`config.mk`:
```
export PLATFORM = sky130hd
export DESIGN_NAME = pkt_dispatch
export DESIGN_NICKNAME = d
export VERILOG_FILES = /design/src/parser_pkg.sv /design/src/pkt_dispatch.sv
export SDC_FILE = /design/constraint.sdc
export NUM_CORES = 1
export LEC_CHECK = 0
export ABC_AREA = 1
export BUFFER_PORTS_ARGS = -buffer_cell sky130_fd_sc_hd__buf_4
export CAP_MARGIN = 20
export CORE_AREA = 2 2 39 41
export CTS_BUF_LIST = sky130_fd_sc_hd__clkbuf_2
export DETAILED_ROUTE_END_ITERATION = 8
export DIE_AREA = 0 0 41 43
export PLACE_DENSITY_LB_ADDON = 0.05
export SLEW_MARGIN = 20
export SYNTH_ARGS = -nofsm -noshare
export SYNTH_HDL_FRONTEND = slang
export SYNTH_SLANG_ARGS = --single-unit
```
`constraint.sdc`:
```
create_clock -name axis_clk -period 1.7 [get_ports axis_clk]
set_input_delay 0.085 -clock axis_clk [delete_from_list [all_inputs] [get_ports axis_clk]]
set_output_delay 0.085 -clock axis_clk [all_outputs]
set_load 0.02 [all_outputs]
```
`src/parser_pkg.sv`:
```
`default_nettype none

package parser_pkg;

	// ========================================================================
	// widths and field offsets
	// ========================================================================
	localparam int DATA_W      = 512;
	localparam int KEEP_W      = DATA_W / 8;
	localparam int TUSER_W     = 128;
	localparam int VLAN_W      = 12;
	localparam int NUM_QUEUES  = 4;
	localparam int QSEL_W      = $clog2(NUM_QUEUES);
	localparam int TBL_DEPTH   = 32;
	localparam int TBL_AW      = $clog2(TBL_DEPTH);
	localparam int ENTRY_BYTES = 20;
	localparam int ENTRY_W     = ENTRY_BYTES * 8;

	localparam logic [2:0]  PARSER_MOD_ID = 3'd0;
	localparam logic [15:0] CTRL_FLAG_WR  = 16'hf2f1;

	// bit offsets inside a control-stream tdata word
	localparam int MOD_ID_LSB    = 368;
	localparam int CTRL_FLAG_LSB = 320;
	localparam int TBL_INDEX_LSB = 384;

	// table address starts here in the vlan id
	localparam int VLAN_ADDR_LSB = 4;

	// ========================================================================
	// types
	// ========================================================================
	typedef logic [DATA_W-1:0]     data_w_t;
	typedef logic [KEEP_W-1:0]     keep_t;
	typedef logic [TUSER_W-1:0]    tuser_t;
	typedef logic [VLAN_W-1:0]     vlan_id_t;
	typedef logic [ENTRY_W-1:0]    act_entry_t;
	typedef logic [TBL_AW-1:0]     tbl_addr_t;
	typedef logic [QSEL_W-1:0]     queue_sel_t;
	typedef logic [NUM_QUEUES-1:0] queue_mask_t;

	typedef struct packed {
		data_w_t tdata;
		keep_t   tkeep;
		tuser_t  tuser;
		logic    tlast;
	} axis_beat_t;

	typedef struct packed {
		queue_mask_t tag;
		act_entry_t  entry;
	} action_result_t;

	typedef struct packed {
		logic       wr_en;
		tbl_addr_t  addr;
		act_entry_t data;
	} tbl_wr_t;

	typedef enum logic {
		DISP_IDLE,
		DISP_FLUSH
	} dispatch_state_t;

	typedef enum logic [1:0] {
		CTRL_IDLE,
		CTRL_WRITE,
		CTRL_NEXT_WRITE
	} ctrl_state_t;

	typedef enum logic {
		LKUP_IDLE,
		LKUP_READ
	} lookup_state_t;

	// queue number to one-hot mask
	function automatic queue_mask_t queue_onehot(input queue_sel_t sel);
		queue_mask_t mask;
		mask = '0;
		mask[sel] = 1'b1;
		return mask;
	endfunction

endpackage

`default_nettype wire

```
`src/pkt_dispatch.sv`:
```
`timescale 1ns/1ps
`default_nettype none

module pkt_dispatch (
	input  wire                     axis_clk,
	input  wire                     aresetn,
	input  wire                     s_axis_tvalid,
	input  wire                     s_axis_tlast,
	input  wire parser_pkg::queue_mask_t m_axis_tready,
	output parser_pkg::queue_mask_t m_axis_tvalid
);
	import parser_pkg::*;

	dispatch_state_t state_q;
	dispatch_state_t state_d;
	queue_sel_t      cur_queue_q;
	queue_sel_t      cur_queue_d;
	logic            xfer;

	// valid goes to the current queue only
	assign m_axis_tvalid = s_axis_tvalid ? queue_onehot(cur_queue_q) : '0;

	// a beat moves only when the selected queue takes it
	assign xfer = s_axis_tvalid && m_axis_tready[cur_queue_q];

	// ========================================================================
	// packet boundary tracking
	// ========================================================================
	always_comb begin
		state_d     = state_q;
		cur_queue_d = cur_queue_q;

		case (state_q)
			DISP_IDLE: begin
				if (xfer) begin
					if (s_axis_tlast) begin
						// single-beat packet
						cur_queue_d = cur_queue_q + 1'b1;
					end else begin
						state_d = DISP_FLUSH;
					end
				end
			end
			DISP_FLUSH: begin
				// rest of the packet stays on this queue
				if (xfer && s_axis_tlast) begin
					cur_queue_d = cur_queue_q + 1'b1;
					state_d     = DISP_IDLE;
				end
			end
			default: begin
				state_d = DISP_IDLE;
			end
		endcase
	end

	// pointer wraps 3 -> 0 by width
	always_ff @(posedge axis_clk or negedge aresetn) begin
		if (!aresetn) begin
			state_q     <= DISP_IDLE;
			cur_queue_q <= '0;
		end else begin
			state_q     <= state_d;
			cur_queue_q <= cur_queue_d;
		end
	end

endmodule

`default_nettype wire

```
==> flow_summary.json <==
{
  "max_cap_violations": 0,
  "htreeDepth": 1,
  "whs_path_depth": 3,
  "largest_registers": "cur_queue_q: 2 flops",
  "start_util": 0.178,
  "wirelength_microns": 517,
  "hp-start": "s_axis_tlast",
  "setup-tns-final_ns": 0,
  "grt_max_degree": 9,
  "syn_avg_cell_area_sq_um": 7.04,
  "rrSetupSlack_ns": 0.58,
  "fmax_mhz": 787,
  "layout-drive-gt1-share": 0.429,
  "grt_pass1_vias": 228,
  "first_iter_violations": 0,
  "antenna_found_initial": 0,
  "mostFrequentLayoutCells": "buf_4, nand2_1, inv_1",
  "gr-usage-met1": 0.118,
  "nFillCells": 162,
  "routedWlPerCell_microns": 7.95,
  "syn_nets": 47,
  "power_density_nw_per_um2": 1280,
  "worstSetupPathType": "flip-flop to output port",
  "gp_congestion": 0.754,
  "fin_cells": 65,
  "syn_to_final_growth_pct": 46.2,
  "netlist_area_sq_um": 246,
  "fin_nets": 63,
  "die_x_microns": 41,
  "rr_endpoint": "cur_queue_q[1]$_DFFE_PN0P_",
  "ys_types": 11,
  "numCtsBuffers": 3,
  "hold_viol": 0,
  "cts_tree": "done",
  "reg2reg_depth": 4,
  "min_period_ns": 1.27,
  "port_buffers": 11,
  "yosys_warnings": 0,
  "busiest_layer": "met1",
  "dp_hpwl_microns": 414,
  "rsz0062_at_grt": "no",
  "netlist_instances": 35,
  "ant_nets": 0,
  "vias_per_cell": 3.62,
  "cts_setup_buffers": 0,
  "status": "complete, no violations",
  "final_common_cell": "buf_4",
  "slew_viol_final": 0,
  "gr-usage-all-layers": 0.0802,
  "cts-root-buf": "clkbuf_2",
  "met3_usage": 0.0471,
  "cp.required_ns": 1.62,
  "critPathMaxFanout": 6,
  "hold-path-endpoint": "cur_queue_q[1]$_DFFE_PN0P_",
  "clockBufferDepth": 2,
  "num_io_pins": 12,
  "cts.clk_slew.worst_paths_ns": 0.03,
  "placed_cells": 61,
  "largest_register_ffs": 2,
  "use_met2": 0.0969,
  "p_leak_uw": 0.000232,
  "fp.dieH_microns": 43,
  "regMostFlops": "cur_queue_q",
  "cp-start-kind": "flip-flop",
  "overflow": 0,
  "yosysSeqAreaShare": 0.203,
  "arrival_ns": 1.19,
  "num_rows": 14,
  "timing.slew.headroom": 0.856,
  "grt_first_pass_wirelength_microns": 986,
  "crit_path_end_kind": "output port",
  "route.detailed.drc": 0,
  "vias": 235,
  "cts.sinks": 2,
  "finalSetupViolCount": 0,
  "ir_worst_vdd_v": 0.000643,
  "synth-seq-cells": 2,
  "finalCritPeriodShare": 0.748,
  "core-area_sq_um": 1380,
  "fin_worst_skew_ns": 0.00631,
  "first_pass_iters": 1,
  "clkLatencyLatePin_ns": 0.19,
  "worst_slew_pin_slew_ns": 0.216,
  "diodes": 0,
  "die_area_sq_um": 1760,
  "reg2reg_from": "cur_queue_q[0]$_DFFE_PN0P_",
  "hp-class": "input port to flip-flop"
}
report_power, final:
group	internal, uW	total (uW)	switching [uW]
logic	117	280	163
clock network	46.8	71.2	24.4
registers	71.5	109	37.7
area by class of cell:
type	instances	area (sq um)	share of cell area
repair buffers	12	92.6	0.257
flip-flops and latches	2	50.0	0.139
clock buffers	3	15.0	0.0417
inverters	9	33.8	0.0937
well taps	16	20.0	0.0556
multi-input cells	23	149	0.413
worst max-delay path by stage:
stage / slack (ns) / startpoint / end
2_1_floorplan: 0.69 / cur_queue_q[0]$_DFFE_PN0P_ / cur_queue_q[1]$_DFFE_PN0P_
3_3_place_gp: 0.55 / cur_queue_q[0]$_DFFE_PN0P_ / cur_queue_q[1]$_DFFE_PN0P_
3_5_place_dp: 0.58 / cur_queue_q[0]$_DFFE_PN0P_ / cur_queue_q[1]$_DFFE_PN0P_
4_1_cts: 0.39 / cur_queue_q[0]$_DFFE_PN0P_ / m_axis_tvalid[2]
5_1_grt: 0.30 / cur_queue_q[0]$_DFFE_PN0P_ / m_axis_tvalid[2]
6_report: 0.43 / cur_queue_q[0]$_DFFE_PN0P_ / m_axis_tvalid[2]
kinds of logic (layout without fill, tap and decap cells):
logic type / after synthesis / after routing / synth area share
AND/OR/NAND/NOR: 18 / 18 / 0.376
buffers and inverters: 10 / 24 / 0.193
flip-flops: 2 / 2 / 0.203
adder cells (fa/ha/maj): 4 / 4 / 0.203
AO/OA/AOI/OAI: 1 / 1 / 0.0254
timing repair:
action                    in CTS  in global routing
gates resized for setup        0                  0
hold buffers                   1                  0
hold endpoints to repair       2                  0
synth_stat cells (all sizes together):
| cell type | instances | area, sq um |
|---|---|---|
| ha | 4 | 50.1 |
| nand4 | 2 | 12.5 |
| inv | 9 | 33.8 |
| nand3 | 2 | 15.0 |
| a31oi | 1 | 6.26 |
| nand2 | 14 | 65.1 |
| dfrtp | 2 | 50.1 |
| clkbuf | 1 | 13.8 |
metrics by stage:
| step | util | worst slack [ns] | hold slack (ns) | power, uW | instance area, sq um |
|---|---|---|---|---|---|
| floorplan | - | 0.689 | -0.211 | 303 | 246 |
| CTS | 0.260 | 0.395 | 0.182 | 473 | 360 |
| finish | 0.260 | 0.429 | 0.189 | 461 | 360 |
| detailed placement | 0.242 | 0.579 | -0.132 | 393 | 335 |
| global route | 0.260 | 0.303 | 0.203 | 532 | 360 |
| global placement | 0.242 | 0.553 | -0.134 | 401 | 335 |
routing by layer:
metal	routed length [microns]	part of all wire
met2	230	0.44
met5	0	0
met4	0	0
met1	260	0.50
met3	26	0.050
worst max-delay path, cell delays in order, from the launching register on:
cell and delay (ns):
dfrtp_1 0.44, inv_2 0.11, ha_1 0.21, nand2_1 0.06
inv_1 0.03, buf_4 0.14
Note: power is estimated with default switching activity, not from simulation.
