--- config.mk ---
export PLATFORM = sky130hd
export DESIGN_NAME = action_lookup
export DESIGN_NICKNAME = d
export VERILOG_FILES = /design/src/parser_pkg.sv /design/src/action_lookup.sv
export SDC_FILE = /design/constraint.sdc
export NUM_CORES = 1
export LEC_CHECK = 0
export ABC_AREA = 1
export BUFFER_PORTS_ARGS = -buffer_cell sky130_fd_sc_hd__buf_2
export CORE_AREA = 10 10 152 154
export CTS_BUF_LIST = sky130_fd_sc_hd__clkbuf_8
export DETAILED_ROUTE_END_ITERATION = 8
export DIE_AREA = 0 0 162 164
export PLACE_DENSITY = 0.83
export SLEW_MARGIN = 20
export SYNTH_ARGS = -nofsm -noshare
export SYNTH_HDL_FRONTEND = slang
export SYNTH_SLANG_ARGS = --single-unit
--- constraint.sdc ---
create_clock -name axis_clk -period 4.8 [get_ports axis_clk]
set_input_delay 1.44 -clock axis_clk [delete_from_list [all_inputs] [get_ports axis_clk]]
set_output_delay 1.44 -clock axis_clk [all_outputs]
set_load 0.02 [all_outputs]
--- src/parser_pkg.sv ---
`default_nettype none

package parser_pkg;

	// ========================================================================
	// widths and field offsets
	// ========================================================================
	localparam int DATA_W      = 512;
	localparam int KEEP_W      = DATA_W / 8;
	localparam int TUSER_W     = 128;
	localparam int VLAN_W      = 12;
	localparam int NUM_QUEUES  = 4;
	localparam int QSEL_W      = $clog2(NUM_QUEUES);
	localparam int TBL_DEPTH   = 32;
	localparam int TBL_AW      = $clog2(TBL_DEPTH);
	localparam int ENTRY_BYTES = 20;
	localparam int ENTRY_W     = ENTRY_BYTES * 8;

	localparam logic [2:0]  PARSER_MOD_ID = 3'd0;
	localparam logic [15:0] CTRL_FLAG_WR  = 16'hf2f1;

	// bit offsets inside a control-stream tdata word
	localparam int MOD_ID_LSB    = 368;
	localparam int CTRL_FLAG_LSB = 320;
	localparam int TBL_INDEX_LSB = 384;

	// table address starts here in the vlan id
	localparam int VLAN_ADDR_LSB = 4;

	// ========================================================================
	// types
	// ========================================================================
	typedef logic [DATA_W-1:0]     data_w_t;
	typedef logic [KEEP_W-1:0]     keep_t;
	typedef logic [TUSER_W-1:0]    tuser_t;
	typedef logic [VLAN_W-1:0]     vlan_id_t;
	typedef logic [ENTRY_W-1:0]    act_entry_t;
	typedef logic [TBL_AW-1:0]     tbl_addr_t;
	typedef logic [QSEL_W-1:0]     queue_sel_t;
	typedef logic [NUM_QUEUES-1:0] queue_mask_t;

	typedef struct packed {
		data_w_t tdata;
		keep_t   tkeep;
		tuser_t  tuser;
		logic    tlast;
	} axis_beat_t;

	typedef struct packed {
		queue_mask_t tag;
		act_entry_t  entry;
	} action_result_t;

	typedef struct packed {
		logic       wr_en;
		tbl_addr_t  addr;
		act_entry_t data;
	} tbl_wr_t;

	typedef enum logic {
		DISP_IDLE,
		DISP_FLUSH
	} dispatch_state_t;

	typedef enum logic [1:0] {
		CTRL_IDLE,
		CTRL_WRITE,
		CTRL_NEXT_WRITE
	} ctrl_state_t;

	typedef enum logic {
		LKUP_IDLE,
		LKUP_READ
	} lookup_state_t;

	// queue number to one-hot mask
	function automatic queue_mask_t queue_onehot(input queue_sel_t sel);
		queue_mask_t mask;
		mask = '0;
		mask[sel] = 1'b1;
		return mask;
	endfunction

endpackage

`default_nettype wire

--- src/action_lookup.sv ---
`timescale 1ns/1ps
`default_nettype none

module action_lookup (
	input  wire                          axis_clk,
	input  wire                          aresetn,
	input  wire parser_pkg::vlan_id_t    s_vlan_id,
	input  wire                          s_vlan_id_valid,
	input  wire                          s_axis_tvalid,
	input  wire                          s_axis_tlast,
	input  wire parser_pkg::act_entry_t  rd_data,
	output parser_pkg::tbl_addr_t        rd_addr,
	output logic                         s_axis_tready,
	output parser_pkg::action_result_t   act_result,
	output logic                         act_valid
);
	import parser_pkg::*;

	lookup_state_t state_q;
	logic          accept;
	logic          data_pend_q;
	act_entry_t    entry_q;
	queue_sel_t    tag_ptr_q;

	// RAM samples this on every edge
	assign rd_addr = s_vlan_id[VLAN_ADDR_LSB +: TBL_AW];
	assign accept  = (state_q == LKUP_IDLE) && s_vlan_id_valid;

	// ========================================================================
	// lookup sequencer
	// ========================================================================
	always_ff @(posedge axis_clk or negedge aresetn) begin
		if (!aresetn) begin
			state_q       <= LKUP_IDLE;
			data_pend_q   <= 1'b0;
			act_valid     <= 1'b0;
			s_axis_tready <= 1'b1;
			tag_ptr_q     <= '0;
		end else begin
			// RAM data is valid one cycle after acceptance
			data_pend_q <= (state_q == LKUP_READ);
			act_valid   <= data_pend_q;
			if (data_pend_q) begin
				tag_ptr_q <= tag_ptr_q + 1'b1;
			end

			case (state_q)
				LKUP_IDLE: begin
					if (accept) begin
						state_q <= LKUP_READ;
						// hold the source off when a packet ends on this cycle
						if (s_axis_tvalid && s_axis_tlast) begin
							s_axis_tready <= 1'b0;
						end
					end
				end
				LKUP_READ: begin
					// busy cycle, a new valid is ignored
					state_q       <= LKUP_IDLE;
					s_axis_tready <= 1'b1;
				end
				default: begin
					state_q <= LKUP_IDLE;
				end
			endcase
		end
	end

	// result datapath
	always_ff @(posedge axis_clk) begin
		if (state_q == LKUP_READ) begin
			entry_q <= rd_data;
		end
		if (data_pend_q) begin
			act_result.tag   <= queue_onehot(tag_ptr_q);
			act_result.entry <= entry_q;
		end
	end

endmodule

`default_nettype wire

==> impl_results.md <==
* Status: complete, no violations
* Clock Tree Buf Depth at 3
* Switching share of total power at 0.2164
* Grt total ovfl at 0
* Seq cells post-synth at 330
* Vias after detailed routing at 4713
* Post-route ant nets at 0
* Io pins at 348
* Routability congestion estimate at 0.7515
* Starting Density at 0.5005
* Hold Path End: act_result[57]$_DFFE_PP_
* Psw at 1.225 mW
* Die width at 162 um
* Most used flip-flop cell after synthesis: edfxtp_1
* Reg2Reg Depth at 1
* Lkg Pwr at 5.026 nW
* TritonCTS clock tree: built
* Clock Tree Root: clkbuf_8
* Synth Net Count at 532
* Initial antenna violation count at 2
* Worst R2R End: entry_q[18]$_DFFE_PP_
* Critical Path Sink Type: output port
* DR vias/cell at 4.562
* Max Cap Violations at 0
* DP Wirelength at 14.59 mm
* Post-DR wirelength/cell at 19.56 um
* Slew Limit Headroom at 0.2727
* PD cells at 440.1 nW/um^2
* Post-synth ARST share at 0.01818
* Final period utilization at 0.6000
* CP startpoint kind: input pin
* Core area at 20040 um^2
* Sequential area share after synthesis at 0.9852
* Min-delay src: entry_q[57]$_DFFE_PP_
* Skew-Pair Late Insertion Delay at 0.53 ns
* Sequential cell area at 9888 um^2
* Final hold vios at 0
* H-tree depth at 2
* Most frequent cells after synthesis: 324 x edfxtp_1, 5 x buf_4, 5 x dfrtp_1
* Reg2reg setup slack at 2.75 ns
* Count leader, synth: edfxtp_1
* Syn avg cell area at 28.57 um^2
* Flop pwr share at 0.609
* Dominant cell type by area after synthesis: edfxtp_1
* Setup tns final at 0 ns
* WP data required at 3.36 ns
* Drt pass-1 iters at 5
* Post-synth EDFFs at 324
* Setup Skew at 0.01773 ns
* Die H at 164 um
* Post-Syn Area at 10030 um^2
* CP Max Fanout at 1
* First-pass GRT wire length at 29.50 mm
* Critical R2R Launch: state_q$_DFF_PN0_
* Total power at 5.664 mW
* Synth warnings at 0
* Vias in the first global route at 4997
* Number of hold buffers added after CTS at 0
* Pin count of the biggest net entering global routing at 86
* Combinational power share at 0.061
* Cell Rows at 52
* Num CTS Buffers at 49
* Setup CP Type: in -> out
* Gr usage total at 0.1463
* DRT iter0 DRCs at 215
* Share of layout cells above drive strength 1 at 0.5151
* CP arrival at 1.44 ns
* Fillcell total at 1382
* Worst-Margin Slew at 1.091 ns
* Synthesis-to-finish area growth at 28.31%
* CTS sink cnt at 330
* Gate Count Post-Synth at 351
* Setup bufs post-CTS at 0
* Highest clock rate at 0.3472 GHz
* Peak VDD IR at 0.2587 mV
* Hold WC Path Type: reg -> reg
* Fin nets at 911
* Top-area cell type share of the netlist area at 0.9701
* Top area cells in the synthesized netlist: edfxtp_1 97%, dfrtp_1 1.2%, ha_1 0.50%
* # setup viols final at 0
* Final min period at 2.880 ns
* Clock power share at 0.330
* Die Area at 26570 um^2
* Hold depth at 0
* Crit path from: s_vlan_id[8]
* RSZ-0062 raised after global routing: false
* Post-synthesis cell type count at 12
* Drt total wl at 20.20 mm
* Multi-input logic area at 96.34 um^2
* P_int at 4.438 mW
* DRC at 0
* Clock transition at path regs at 0.06 ns
* Post-CTS sizing at 0
* Max-slew violation count at 0
* Port bufs at 330
[worst max path at each step]
stage                              endpoint  cells after the start
finish                           rd_addr[4]                      0
global route                     rd_addr[0]                      0
CTS                              rd_addr[4]                      0
detailed placement               rd_addr[4]                      0
global placement                 rd_addr[4]                      0
floorplan           act_result[0]$_DFFE_PP_                      0
[metal layers]
layer  wire length [um]  GRT usage
met1               7127     0.1597
met2              10150     0.2419
met3               2453    0.07334
met4                463    0.05459
met5                 13          0
[sequential cells by signal, summed over array words and instances (netlist names)]
| signal | flops |
|---|---|
| act_result | 164 |
| act_valid | 1 |
| data_pend_q | 1 |
| entry_q | 160 |
| s_axis_tready | 1 |
| state_q | 1 |
| tag_ptr_q | 2 |
[per-stage QoR]
step / utilization / instances / hold slack [ns] / worst slack [ns] / cell area [um^2]
2_1_floorplan: - / 351 / 0.4003 / 0.5890 / 10030
5_1_grt: 0.6420 / 1032 / 0.4108 / 1.920 / 12870
4_1_cts: 0.6405 / 1030 / 0.4092 / 1.920 / 12840
6_report: 0.6422 / 1033 / 0.4089 / 1.920 / 12870
3_5_place_dp: 0.6003 / 948 / 0.4045 / 1.920 / 12030
3_3_place_gp: 0.6003 / 948 / 0.4000 / 1.920 / 12030
[power groups by stage]
stage	Clock, mW	Combinational (mW)	Sequential [mW]
after floorplan	0	0.0296	3.66
after global placement	0	0.329	3.51
after detailed placement	0	0.339	3.52
after CTS	1.93	0.339	3.47
after global routing	2.07	0.378	3.47
final	1.87	0.346	3.45
[layout make-up]
cell class | count | area share
Antenna cell | 2 | 0.0003889
Clock buffer | 49 | 0.05241
Clock inverter | 33 | 0.01031
Inverter | 4 | 0.001167
Multi-Input combinational cell | 12 | 0.007487
Sequential cell | 330 | 0.7684
Tap cell | 270 | 0.02625
Timing Repair Buffer | 333 | 0.1336
[cell usage in the layout (no fill, tap or decap), types with 3 or more instances in the layout]
master      n
clkbuf_8   49
buf_2     330
ha_1        4
clkinv_1   12
inv_1      22
edfxtp_1  324
dfrtp_1     3
[logic make-up after synthesis]
| kind of cell | share of synthesized area |
|---|---|
| DFF | 0.9852 |
| buffers and inverters | 0.005239 |
| and+or+nand+nor | 0.003242 |
| adders and majority gates | 0.004990 |
| AOI/OAI and AO/OA | 0.0004985 |
| xor gates and xnor gates | 0.0008734 |
Note: power is estimated with default switching activity, not from simulation.
