$ cat src/parser_pkg.sv
`default_nettype none

package parser_pkg;

	// ========================================================================
	// widths and field offsets
	// ========================================================================
	localparam int DATA_W      = 512;
	localparam int KEEP_W      = DATA_W / 8;
	localparam int TUSER_W     = 128;
	localparam int VLAN_W      = 12;
	localparam int NUM_QUEUES  = 4;
	localparam int QSEL_W      = $clog2(NUM_QUEUES);
	localparam int TBL_DEPTH   = 32;
	localparam int TBL_AW      = $clog2(TBL_DEPTH);
	localparam int ENTRY_BYTES = 20;
	localparam int ENTRY_W     = ENTRY_BYTES * 8;

	localparam logic [2:0]  PARSER_MOD_ID = 3'd0;
	localparam logic [15:0] CTRL_FLAG_WR  = 16'hf2f1;

	// bit offsets inside a control-stream tdata word
	localparam int MOD_ID_LSB    = 368;
	localparam int CTRL_FLAG_LSB = 320;
	localparam int TBL_INDEX_LSB = 384;

	// table address starts here in the vlan id
	localparam int VLAN_ADDR_LSB = 4;

	// ========================================================================
	// types
	// ========================================================================
	typedef logic [DATA_W-1:0]     data_w_t;
	typedef logic [KEEP_W-1:0]     keep_t;
	typedef logic [TUSER_W-1:0]    tuser_t;
	typedef logic [VLAN_W-1:0]     vlan_id_t;
	typedef logic [ENTRY_W-1:0]    act_entry_t;
	typedef logic [TBL_AW-1:0]     tbl_addr_t;
	typedef logic [QSEL_W-1:0]     queue_sel_t;
	typedef logic [NUM_QUEUES-1:0] queue_mask_t;

	typedef struct packed {
		data_w_t tdata;
		keep_t   tkeep;
		tuser_t  tuser;
		logic    tlast;
	} axis_beat_t;

	typedef struct packed {
		queue_mask_t tag;
		act_entry_t  entry;
	} action_result_t;

	typedef struct packed {
		logic       wr_en;
		tbl_addr_t  addr;
		act_entry_t data;
	} tbl_wr_t;

	typedef enum logic {
		DISP_IDLE,
		DISP_FLUSH
	} dispatch_state_t;

	typedef enum logic [1:0] {
		CTRL_IDLE,
		CTRL_WRITE,
		CTRL_NEXT_WRITE
	} ctrl_state_t;

	typedef enum logic {
		LKUP_IDLE,
		LKUP_READ
	} lookup_state_t;

	// queue number to one-hot mask
	function automatic queue_mask_t queue_onehot(input queue_sel_t sel);
		queue_mask_t mask;
		mask = '0;
		mask[sel] = 1'b1;
		return mask;
	endfunction

endpackage

`default_nettype wire

$ cat src/ctrl_entry_writer.sv
`timescale 1ns/1ps
`default_nettype none

module ctrl_entry_writer (
	input  wire                         axis_clk,
	input  wire                         aresetn,
	input  wire parser_pkg::axis_beat_t ctrl_s_axis,
	input  wire                         ctrl_s_axis_tvalid,
	output parser_pkg::axis_beat_t      ctrl_m_axis,
	output logic                        ctrl_m_axis_tvalid,
	output parser_pkg::tbl_wr_t         tbl_wr
);
	import parser_pkg::*;

	ctrl_state_t state_q;
	logic [2:0]  mod_id;
	logic [15:0] ctrl_flag;
	logic        is_cfg_hdr;
	act_entry_t  entry_swapped;
	logic        wr_en_q;
	tbl_addr_t   wr_addr_q;
	act_entry_t  wr_data_q;

	// ========================================================================
	// header decode
	// ========================================================================
	assign mod_id     = ctrl_s_axis.tdata[MOD_ID_LSB +: 3];
	assign ctrl_flag  = ctrl_s_axis.tdata[CTRL_FLAG_LSB +: 16];
	assign is_cfg_hdr = ctrl_s_axis_tvalid && (mod_id == PARSER_MOD_ID)
		&& (ctrl_flag == CTRL_FLAG_WR);

	// byte 0 of the beat lands in the top byte of the entry
	always_comb begin
		entry_swapped = '0;
		for (int i = 0; i < ENTRY_BYTES; i++) begin
			entry_swapped[(ENTRY_BYTES-1-i)*8 +: 8] = ctrl_s_axis.tdata[i*8 +: 8];
		end
	end

	assign tbl_wr = '{wr_en: wr_en_q, addr: wr_addr_q, data: wr_data_q};

	// ========================================================================
	// control FSM
	// ========================================================================
	always_ff @(posedge axis_clk or negedge aresetn) begin
		if (!aresetn) begin
			state_q            <= CTRL_IDLE;
			ctrl_m_axis_tvalid <= 1'b0;
			wr_en_q            <= 1'b0;
		end else begin
			case (state_q)
				CTRL_IDLE: begin
					wr_en_q            <= 1'b0;
					// config packets are swallowed here
					ctrl_m_axis_tvalid <= ctrl_s_axis_tvalid && !is_cfg_hdr;
					if (is_cfg_hdr) begin
						state_q <= CTRL_WRITE;
					end
				end
				CTRL_WRITE, CTRL_NEXT_WRITE: begin
					ctrl_m_axis_tvalid <= 1'b0;
					wr_en_q            <= ctrl_s_axis_tvalid;
					if (ctrl_s_axis_tvalid) begin
						state_q <= ctrl_s_axis.tlast ? CTRL_IDLE : CTRL_NEXT_WRITE;
					end
				end
				default: begin
					state_q <= CTRL_IDLE;
				end
			endcase
		end
	end

	// pass-through beat and write payload
	always_ff @(posedge axis_clk) begin
		case (state_q)
			CTRL_IDLE: begin
				if (is_cfg_hdr) begin
					// first write goes to the header index
					wr_addr_q <= ctrl_s_axis.tdata[TBL_INDEX_LSB +: TBL_AW];
				end else begin
					ctrl_m_axis <= ctrl_s_axis;
				end
			end
			CTRL_WRITE: begin
				if (ctrl_s_axis_tvalid) begin
					wr_data_q <= entry_swapped;
				end
			end
			CTRL_NEXT_WRITE: begin
				if (ctrl_s_axis_tvalid) begin
					wr_addr_q <= wr_addr_q + 1'b1;
					wr_data_q <= entry_swapped;
				end
			end
			default: begin
			end
		endcase
	end

endmodule

`default_nettype wire

$ cat config.mk
export PLATFORM = sky130hd
export DESIGN_NAME = ctrl_entry_writer
export DESIGN_NICKNAME = d
export VERILOG_FILES = /design/src/parser_pkg.sv /design/src/ctrl_entry_writer.sv
export SDC_FILE = /design/constraint.sdc
export NUM_CORES = 1
export LEC_CHECK = 0
export ABC_AREA = 1
export BUFFER_PORTS_ARGS = -buffer_cell sky130_fd_sc_hd__buf_2
export CAP_MARGIN = 20
export CORE_AREA = 2 2 611 613
export DETAILED_ROUTE_END_ITERATION = 12
export DIE_AREA = 0 0 613 615
export PLACE_DENSITY = 0.3
export SYNTH_ARGS = -nofsm -noshare
export SYNTH_HDL_FRONTEND = slang
export SYNTH_SLANG_ARGS = --single-unit
$ cat constraint.sdc
create_clock -name axis_clk -period 13.2 [get_ports axis_clk]
set_input_delay 0.66 -clock axis_clk [delete_from_list [all_inputs] [get_ports axis_clk]]
set_output_delay 0.66 -clock axis_clk [all_outputs]
set_load 0.01 [all_outputs]
==> results of run 1 <==
## layout by cell type (no fill, tap or decap), types with 4 or more instances in the layout
cell           count
buf_2           1579
edfxtp_1         870
dlygate4sd3_1    611
clkbuf_16        123
diode_2           59
nand2_1           26
clkinv_1          24
clkinv_2          22
clkbuf_1          18
bufinv_16         13
buf_4             13
inv_1              8
clkinvlp_4         8
inv_6              7
nor2_1             6
nand3_1            5
ha_1               5
o21ai_0            4
dfrtp_1            4
## cell type report
type	count	area [sq um]	share of cell area, %
Sequential cell	874	26200	51.4
Timing Repair Buffer	2203	14100	27.7
Tap cell	4972	6220	12.2
Clock buffer	141	3150	6.17
Clock inverter	79	781	1.53
Multi-Input combinational cell	58	323	0.633
Antenna cell	59	148	0.289
Inverter	11	56.3	0.110
## what timing repair did
action | in CTS | in global routing
endpoints found under the setup margin | 0 | 0
hold buffers | 611 | 0
endpoints found under the hold margin | 715 | 0
## through the flow
step,cells,hold slack (ps),instance area (sq um)
after floorplan,944,364,26600
after global placement,7507,476,40800
after detailed placement,7507,478,40800
after CTS,8338,1.31,50900
after global routing,8356,10.1,50900
final,8397,91.9,51000
## path summary, 6_finish.rpt
path	from	end	cells after the start
worst min register to register	ctrl_m_axis_tvalid	ctrl_m_axis_tvalid	2
worst max register to register	state_q[0]	ctrl_m_axis[180]	7
worst max-delay path	ctrl_s_axis[520]	ctrl_m_axis[180]	12
max in group asynchronous	aresetn	wr_en_q	2
worst min-delay path	ctrl_s_axis[399]	ctrl_m_axis[399]	1
min in group asynchronous	aresetn	state_q[0]	2
## state kept, by name (all words and copies together), names as in the netlist
name	flops
wr_en_q	1
wr_data_q	160
ctrl_m_axis_tvalid	1
ctrl_m_axis	705
state_q	2
wr_addr_q	5
## metal layers
| layer | global-route usage, % | up-vias | share of wire (%) |
|---|---|---|---|
| met2 | 22.5 | 1279 | 50 |
| met1 | 15.2 | 10700 | 40 |
| met3 | 3.84 | 409 | 7.6 |
| met4 | 2.22 | 104 | 2.0 |
| met5 | 0 | - | 0.27 |
| li1 | - | 8583 | - |
## kinds of logic (layout without fill, tap and decap cells)
logic type	after synthesis	in the layout	share of synthesized area [%]
buffers and inverters	12	2434	0.183
AOI/OAI and AO/OA	7	7	0.132
and+or+nand+nor	44	44	0.781
xor gates and xnor gates	2	2	0.0659
other	0	59	0
adders and majority gates	5	5	0.235
DFF	874	874	98.6
## power groups by stage
stage | sequential [W] | clock [W] | combinational [W]
6_report | 0.00498 | 0.00337 | 0.00334
5_1_grt | 0.00509 | 0.00361 | 0.00358
4_1_cts | 0.00501 | 0.00355 | 0.00359
3_5_place_dp | 0.00503 | 0 | 0.00339
3_3_place_gp | 0.00505 | 0 | 0.00340
2_1_floorplan | 0.00568 | 0 | 0.000414
==> out/qor.txt, run 1 <==
Sequential fraction of the synthesis area: 98.6%
Clk_skew: 39.3 ps
CTS H-tree lvls: 3
Final Max Tran Viols: 0
Crit-path max FO: 77
Clk network pwr share: 28.8%
Routed Wire Length: 250000 um
Io pins: 1580
Clock Sinks: 874
DP HPWL: 217000 um
Fillers: 41600
Crit end category: flip-flop
Design internal power: 0.00728 W
Core area: 371000 sq um
Wire per inst: 29.8 um
Vias in the first global route: 21600
Initial Util: 7.17%
Period utilization: 31.3%
Power per Cell Area: 229 nW/um^2
Max_slew headroom: 30.6%
Post-CTS Setup Bufs: 0
FP Rows: 224
Final hold vios: 0
Worst R2R Setup Slack: 9170 ps
Setup TNS: 0 ps
Largest net degree at the start of global routing: 79
Final Util: 13.8%
Minimum clock period: 4140 ps
VDD IR max: 0.124 mV
Top post-synthesis cells by area: edfxtp_1, dfrtp_1, nand2_1
Syn Std Cell Area: 26600 sq um
Syn Nets: 1657
Via density: 2.51
Die area: 377000 sq um
Worst EP required: 13630 ps
CTS tree: yes
Slew @ Worst Pin: 1040 ps
Area delta synth->final: 91.8%
Worst EP arrival: 4560 ps
Number of enable flip-flop cells after synthesis: 870
First-pass GRT wire length: 297000 um
Drt first pass iters: 5
Cell count after synthesis: 944
Critical Path Start Type: primary input
Placer Congestion: 0.878
Outcome: finished, final reports clean
Final setup vio count: 0
Slowest CP cell: buf_4
Critical Path Most Common Cell: buf_4
Root buffer cell: clkbuf_16
HP Class: in -> reg
Worst skew pair latency: 830 ps
NetSw: 0.00441 W
Post-synth top area share: 98.2%
Routed vias: 21100
Design Power: 0.0117 W
Post-CTS resize count: 0
RSZ-0062 raised after global routing: false
Max Cap Viol: 0
DRT antenna net count: 0
Most numerous cell in the Yosys netlist: edfxtp_1
Share of layout cells above drive strength 1: 52.9%
Top_reg_cell synth: edfxtp_1
Switching fraction of total power: 37.7%
Clock tree buffer depth: 4
Synth cell types: 18
Top delay family on crit path: buffers and inverters
Critical Path, Cell by Cell: dlygate4sd3_1, buf_2, nand2_1, inv_1, nand2_1, nor2_1, nand3_2, nand2_4, inv_8, buf_4, buf_4, buf_4
Comb power frac: 28.5%
Die Y: 615 um
Max incr delay on CP: 750 ps
Post-synth top area cell: edfxtp_1
Number of remaining DRC errors: 0
CP bufs+invs: 7
Dpl ws: 8680 ps
Register clock-pin slew on the reported worst setup and hold paths: 60 ps
# nets final: 3984
Initial antenna violation count: 232
Post-synth top cells: edfxtp_1, nand2_1, inv_1
All-Layer GR Usage: 12.7%
PortBufs: 1579
Die span in x: 613 um
#FFs+latches synth: 874
Iter 0 DRT Violations: 1275
YS warnings: 0
Num CTS Buffers: 123
Total global routing overflow: 0
Max Clock Freq: 0.242 GHz
Syn avg cell area: 28.2 sq um
Async S/R FF share, synth: 0.458%
Reg power frac: 42.6%
Worst setup path category: in -> reg
Final WS setup: 9060 ps
Lkg Pwr: 19.5 nW
(Power assumes the default switching activity.)
==> run 2, diff against run 1 <==
- clock period: 13.2 -> 4.1 ns (I/O delays scaled with it)
==> out/qor.txt, run 2 (synthesized netlist as in run 1, its figures left out) <==
Outcome: finished, final reports clean
Max Cap Viol: 0 (unchanged)
Clock tree buffer depth: 4 (unchanged)
Routed Wire Length: 255000 um (+2.1%)
NetSw: 0.0141 W (+220%)
Drt first pass iters: 5 (unchanged)
Max_slew headroom: 28.1% (-2.5 points)
Hold-critical path depth: 2 (+1)
All-Layer GR Usage: 13.0% (+0.26 points)
VDD IR max: 0.637 mV (+410%)
Commonest non-fill, non-tap cell in the layout: buf_2
Slowest CP cell: clkinvlp_4
Via density: 2.58 (+2.9%)
Max incr delay on CP: 670 ps (-80 ps)
Post-CTS Setup Bufs: 0 (unchanged)
Power per Cell Area: 703 nW/um^2 (+210%)
Number of remaining DRC errors: 0 (unchanged)
Post-CTS resize count: 0 (unchanged)
Total global routing overflow: 0 (unchanged)
HP Class: in -> reg
Clk_skew: 21.3 ps (-18.0 ps)
CTS H-tree lvls: 3 (unchanged)
Die Y: 615 um (unchanged)
Placer Congestion: 0.887 (+1.1%)
Initial Util: 7.17% (unchanged)
Period utilization: 64.6%
Io pins: 1580 (unchanged)
Fillers: 41500 (-0.19%)
Reg power frac: 43.2% (+0.6 points)
Final Max Tran Viols: 0 (unchanged)
Final hold vios: 0 (unchanged)
Largest net degree at the start of global routing: 125 (+58%)
Biggest regs: ctrl_m_axis (705), wr_data_q (160), wr_addr_q (5)
Clock Sinks: 874 (unchanged)
DRT antenna net count: 0 (unchanged)
Worst EP required: 4570 ps (-9060 ps)
# nets final: 4223 (+6.0%)
Switching fraction of total power: 37.5% (-0.26 points)
Iter 0 DRT Violations: 1362 (+6.8%)
Setup TNS: 0 ps (unchanged)
Area delta synth->final: 101%
Share of layout cells above drive strength 1: 49.5% (-3.4 points)
Design internal power: 0.0235 W (+220%)
Register clock-pin slew on the reported worst setup and hold paths: 60 ps (about the same)
Die area: 377000 sq um (unchanged)
Design Power: 0.0376 W (+220%)
Max FFs per register: 705 (unchanged)
CTS tree: yes
Vias in the first global route: 22800 (+5.4%)
Comb power frac: 28.6% (about the same)
Max Clock Freq: 0.378 GHz
Commonest non-fill, non-tap cells in the layout: buf_2, edfxtp_1, dlygate4sd3_1, clkbuf_16, nand2_1
PortBufs: 1579 (unchanged)
Clk network pwr share: 28.2% (-0.6 points)
Worst skew pair latency: 820 ps (about the same)
DP HPWL: 221000 um (+1.8%)
Worst r2r path cells: 5 (-2)
Root buffer cell: clkbuf_16
Wire per inst: 29.5 um (-0.81%)
Minimum clock period: 2650 ps
Crit-path max FO: 72 (-6.5%)
Slew @ Worst Pin: 1080 ps (+36.9 ps)
Die span in x: 613 um (unchanged)
Crit end category: flip-flop
FP Rows: 224 (unchanged)
Worst EP arrival: 3120 ps (-1440 ps)
Core area: 371000 sq um (unchanged)
Critical Path Start Type: flip-flop
Worst setup path category: reg -> reg
Initial antenna violation count: 227 (-2.2%)
Critical Path, Cell by Cell: inv_1, ha_1, nand2_1, clkinvlp_4, buf_12
Final setup vio count: 0 (unchanged)
Num CTS Buffers: 117 (-4.9%)
Routed vias: 22300 (+5.9%)
Largest reg by FF count: ctrl_m_axis
RSZ-0062 raised after global routing: false
Lkg Pwr: 20.5 nW (+5.2%)
First-pass GRT wire length: 305000 um (+2.5%)
[run 2: cell count changes in the layout (fill, tap and decap cells not counted), sizes merged]
cell | before | now
dlygate4sd3 | 611 | 851
diode | 59 | 71
bufinv | 13 | 14
clkinv | 48 | 51
buf | 1592 | 1597
inv | 21 | 17
clkbuf | 141 | 131
clkinvlp | 8 | 9
[run 2: stage by stage]
step / cell area (sq um) / cells / setup WS, ps / utilization, % / hold slack (ps)
floorplan: 26600 / 944 / 313 / - / -90.6
global placement: 41000 / 7512 / 1400 / 11.1 / 28.6
detailed placement: 41000 / 7512 / 1380 / 11.1 / 34.7
CTS: 53300 / 8574 / 1370 / 14.4 / 0.0444
global route: 53400 / 8621 / 1300 / 14.4 / 37.9
finish: 53500 / 8645 / 1450 / 14.4 / 109
[run 2: cell type report]
class                   count  area [sq um]  area share [%]
multi-input cells          58           323           0.603
well taps                4972          6220            11.6
clock buffers             131          2980            5.57
clock inverters            80           851            1.59
repair buffers           2448         16700            31.1
flip-flops and latches    874         26200            49.0
diodes                     71           178           0.332
inverters                  11          71.3           0.133
[run 2: path summary, 6_finish.rpt]
check,start,endpoint,slack [ps]
min reg2reg,ctrl_m_axis_tvalid,ctrl_m_axis_tvalid,480
max reg2reg,state_q[0],wr_data_q[100],1450
max,state_q[0],wr_data_q[100],1450
min in group asynchronous,aresetn,ctrl_m_axis_tvalid,370
min,ctrl_s_axis[314],ctrl_m_axis[314],110
max in group asynchronous,aresetn,state_q[0],3530
[run 2: routing by layer]
layer | GRT usage (%) | wire (um) | up-vias
met1 | 15.5 | 103000 | 11400
li1 | - | - | 9079
met5 | 0.0128 | 779 | -
met4 | 3.64 | 7760 | 120
met2 | 22.5 | 125000 | 1283
met3 | 3.77 | 18800 | 452
[run 2: critical path: cells and delay by family (launching register included)]
| family | cells | cell delay (ps) |
|---|---|---|
| buf+inv | 3 | 1240 |
| flops | 1 | 380 |
| fa+ha+maj | 1 | 340 |
| simple gates | 1 | 160 |
[run 2: power groups by stage]
stage | sequential, W | combinational, W | clock, W
after floorplan | 0.0174 | 0.00135 | 0
after global placement | 0.0165 | 0.0105 | 0
after detailed placement | 0.0164 | 0.0105 | 0
after CTS | 0.0163 | 0.0113 | 0.0111
after global routing | 0.0166 | 0.0114 | 0.0113
final | 0.0162 | 0.0108 | 0.0106
[run 2: timing repair]
item,in CTS,in global routing
hold buffers,851,0
endpoints found under the setup margin,0,0
hold endpoints to repair,878,0
==> run 3, diff against run 2 <==
- clock period: 4.1 -> 2.76 ns (I/O delays scaled with it)
==> out/qor.txt, run 3 (synthesized netlist as in run 1, its figures left out) <==
Outcome: finished, final reports clean
DP HPWL: 218000 um (-1.0%)
HP Class: in -> reg
Number of remaining DRC errors: 0 (unchanged)
Comb power frac: 30.3% (+1.7 points)
NetSw: 0.0210 W (+49%)
RSZ-0062 raised after global routing: false
Root buffer cell: clkbuf_16
Max Cap Viol: 0 (unchanged)
Worst EP arrival: 2780 ps (-340 ps)
Final hold vios: 0 (unchanged)
FP Rows: 224 (unchanged)
CTS H-tree lvls: 3 (unchanged)
Critical Path Start Type: flip-flop
Via density: 2.59 (+0.43%)
All-Layer GR Usage: 12.8% (-0.15 points)
Period utilization: 80.7% (+16 points)
Io pins: 1580 (unchanged)
Commonest non-fill, non-tap cell in the layout: buf_2
Largest reg by FF count: ctrl_m_axis
First-pass GRT wire length: 302000 um (-0.77%)
Clock tree buffer depth: 4 (unchanged)
Area delta synth->final: 109%
Share of layout cells above drive strength 1: 47.6% (-1.9 points)
Placer Congestion: 0.876 (-1.2%)
Die area: 377000 sq um (unchanged)
Drt first pass iters: 5 (unchanged)
Post-CTS resize count: 0 (unchanged)
Core area: 371000 sq um (unchanged)
Iter 0 DRT Violations: 1549 (+14%)
Clk network pwr share: 27.5% (-0.7 points)
Lkg Pwr: 21.3 nW (+4.2%)
VDD IR max: 0.734 mV (+15%)
Crit-path max FO: 48 (-33%)
Max_slew headroom: 48.0% (+20 points)
Wire per inst: 28.5 um (-3.4%)
Routed vias: 22900 (+2.8%)
Routed Wire Length: 252000 um (-1.2%)
Fin Hold WS: 84.4 ps (-24.3 ps)
CTS tree: yes
Multi-input logic area: 343 sq um (+6.2%)
Final Max Tran Viols: 0 (unchanged)
Num CTS Buffers: 120 (+2.6%)
Clock Sinks: 874 (unchanged)
Minimum clock period: 2230 ps (-421 ps)
Reg power frac: 42.2% (-1.0 points)
Slew @ Worst Pin: 779 ps (-299 ps)
Die Y: 615 um (unchanged)
Register clock-pin slew on the reported worst setup and hold paths: 60 ps (about the same)
Final setup vio count: 0 (unchanged)
Clk_skew: 47.7 ps (+26.4 ps)
Design Power: 0.0563 W (+50%)
Max FFs per register: 705 (unchanged)
Worst skew pair latency: 830 ps (about the same)
# nets final: 4419 (+4.6%)
Worst EP required: 3320 ps (-1250 ps)
Max Clock Freq: 0.449 GHz (+19%)
Design internal power: 0.0353 W (+50%)
Largest net degree at the start of global routing: 76 (-39%)
Crit end category: flip-flop
Initial Util: 7.17% (unchanged)
Worst setup path category: reg -> reg
Power per Cell Area: 1010 nW/um^2 (+44%)
Initial antenna violation count: 234 (+3.1%)
PortBufs: 1579 (unchanged)
FF/Latch Area: 26200 sq um (unchanged)
Switching fraction of total power: 37.2% (-0.24 points)
Biggest regs: ctrl_m_axis (705), wr_data_q (160), wr_addr_q (5)
DRT antenna net count: 0 (unchanged)
Fillers: 41300 (-0.53%)
Vias in the first global route: 23700 (+3.8%)
Commonest non-fill, non-tap cells in the layout: buf_2, dlygate4sd3_1, edfxtp_1, clkbuf_16, nand2_1
Die span in x: 613 um (unchanged)
Total global routing overflow: 0 (unchanged)
## run 3: metrics by stage
stage               cell area [sq um]  cells  setup TNS (ps)  util (%)  setup slack [ps]
finish                          55500   8848               0      15.0               534
global route                    55400   8816               0      14.9               379
CTS                             55300   8770               0      14.9               367
detailed placement              41300   7534               0      11.1               344
global placement                41300   7534               0      11.1               367
floorplan                       26600    944         -120220         -              -751
## run 3: final cells by class
class | instances | area share [%]
tap | 4972 | 11.2
clock buffer | 141 | 5.59
multi-input combinational | 58 | 0.618
clock inverter | 73 | 1.26
sequential | 874 | 47.3
antenna | 78 | 0.352
inverter | 11 | 0.129
timing repair buffer | 2641 | 33.6
## run 3: repair_timing
item                       CTS  global route
setup buffers                0             0
hold endpoints to repair   883             0
hold buffers              1022             0
## run 3: path summary, 6_finish.rpt
check	startpoint	endpoint	slack, ps	depth (start not counted)
worst max-delay path	state_q[0]	wr_data_q[22]	530	5
worst min-delay path	ctrl_s_axis[324]	ctrl_m_axis[324]	80	2
worst max register to register	state_q[0]	wr_data_q[22]	530	5
worst min register to register	ctrl_m_axis_tvalid	ctrl_m_axis_tvalid	480	2
max in group asynchronous	aresetn	state_q[1]	2300	3
min in group asynchronous	aresetn	ctrl_m_axis_tvalid	290	3
## run 3: metal layers
| metal | up-vias | track usage, % | wire length, um |
|---|---|---|---|
| li1 | 9474 | - | - |
| met1 | 11500 | 15.0 | 99100 |
| met5 | - | 0 | 828 |
| met4 | 126 | 3.35 | 7590 |
| met3 | 448 | 4.36 | 21500 |
| met2 | 1356 | 22.2 | 123000 |
## run 3: worst max-delay path: stages (launching register included)
cell and delay, ps:
dfrtp_1 410, inv_2 110, ha_4 220, nand2_4 70
clkinvlp_4 590, buf_12 470
## run 3: power groups by stage
stage	clock network, W	logic, W	registers, W
after floorplan	0	0.00205	0.0257
after global placement	0	0.0165	0.0240
after detailed placement	0	0.0165	0.0239
after CTS	0.0162	0.0180	0.0238
after global routing	0.0165	0.0181	0.0242
final	0.0155	0.0171	0.0237
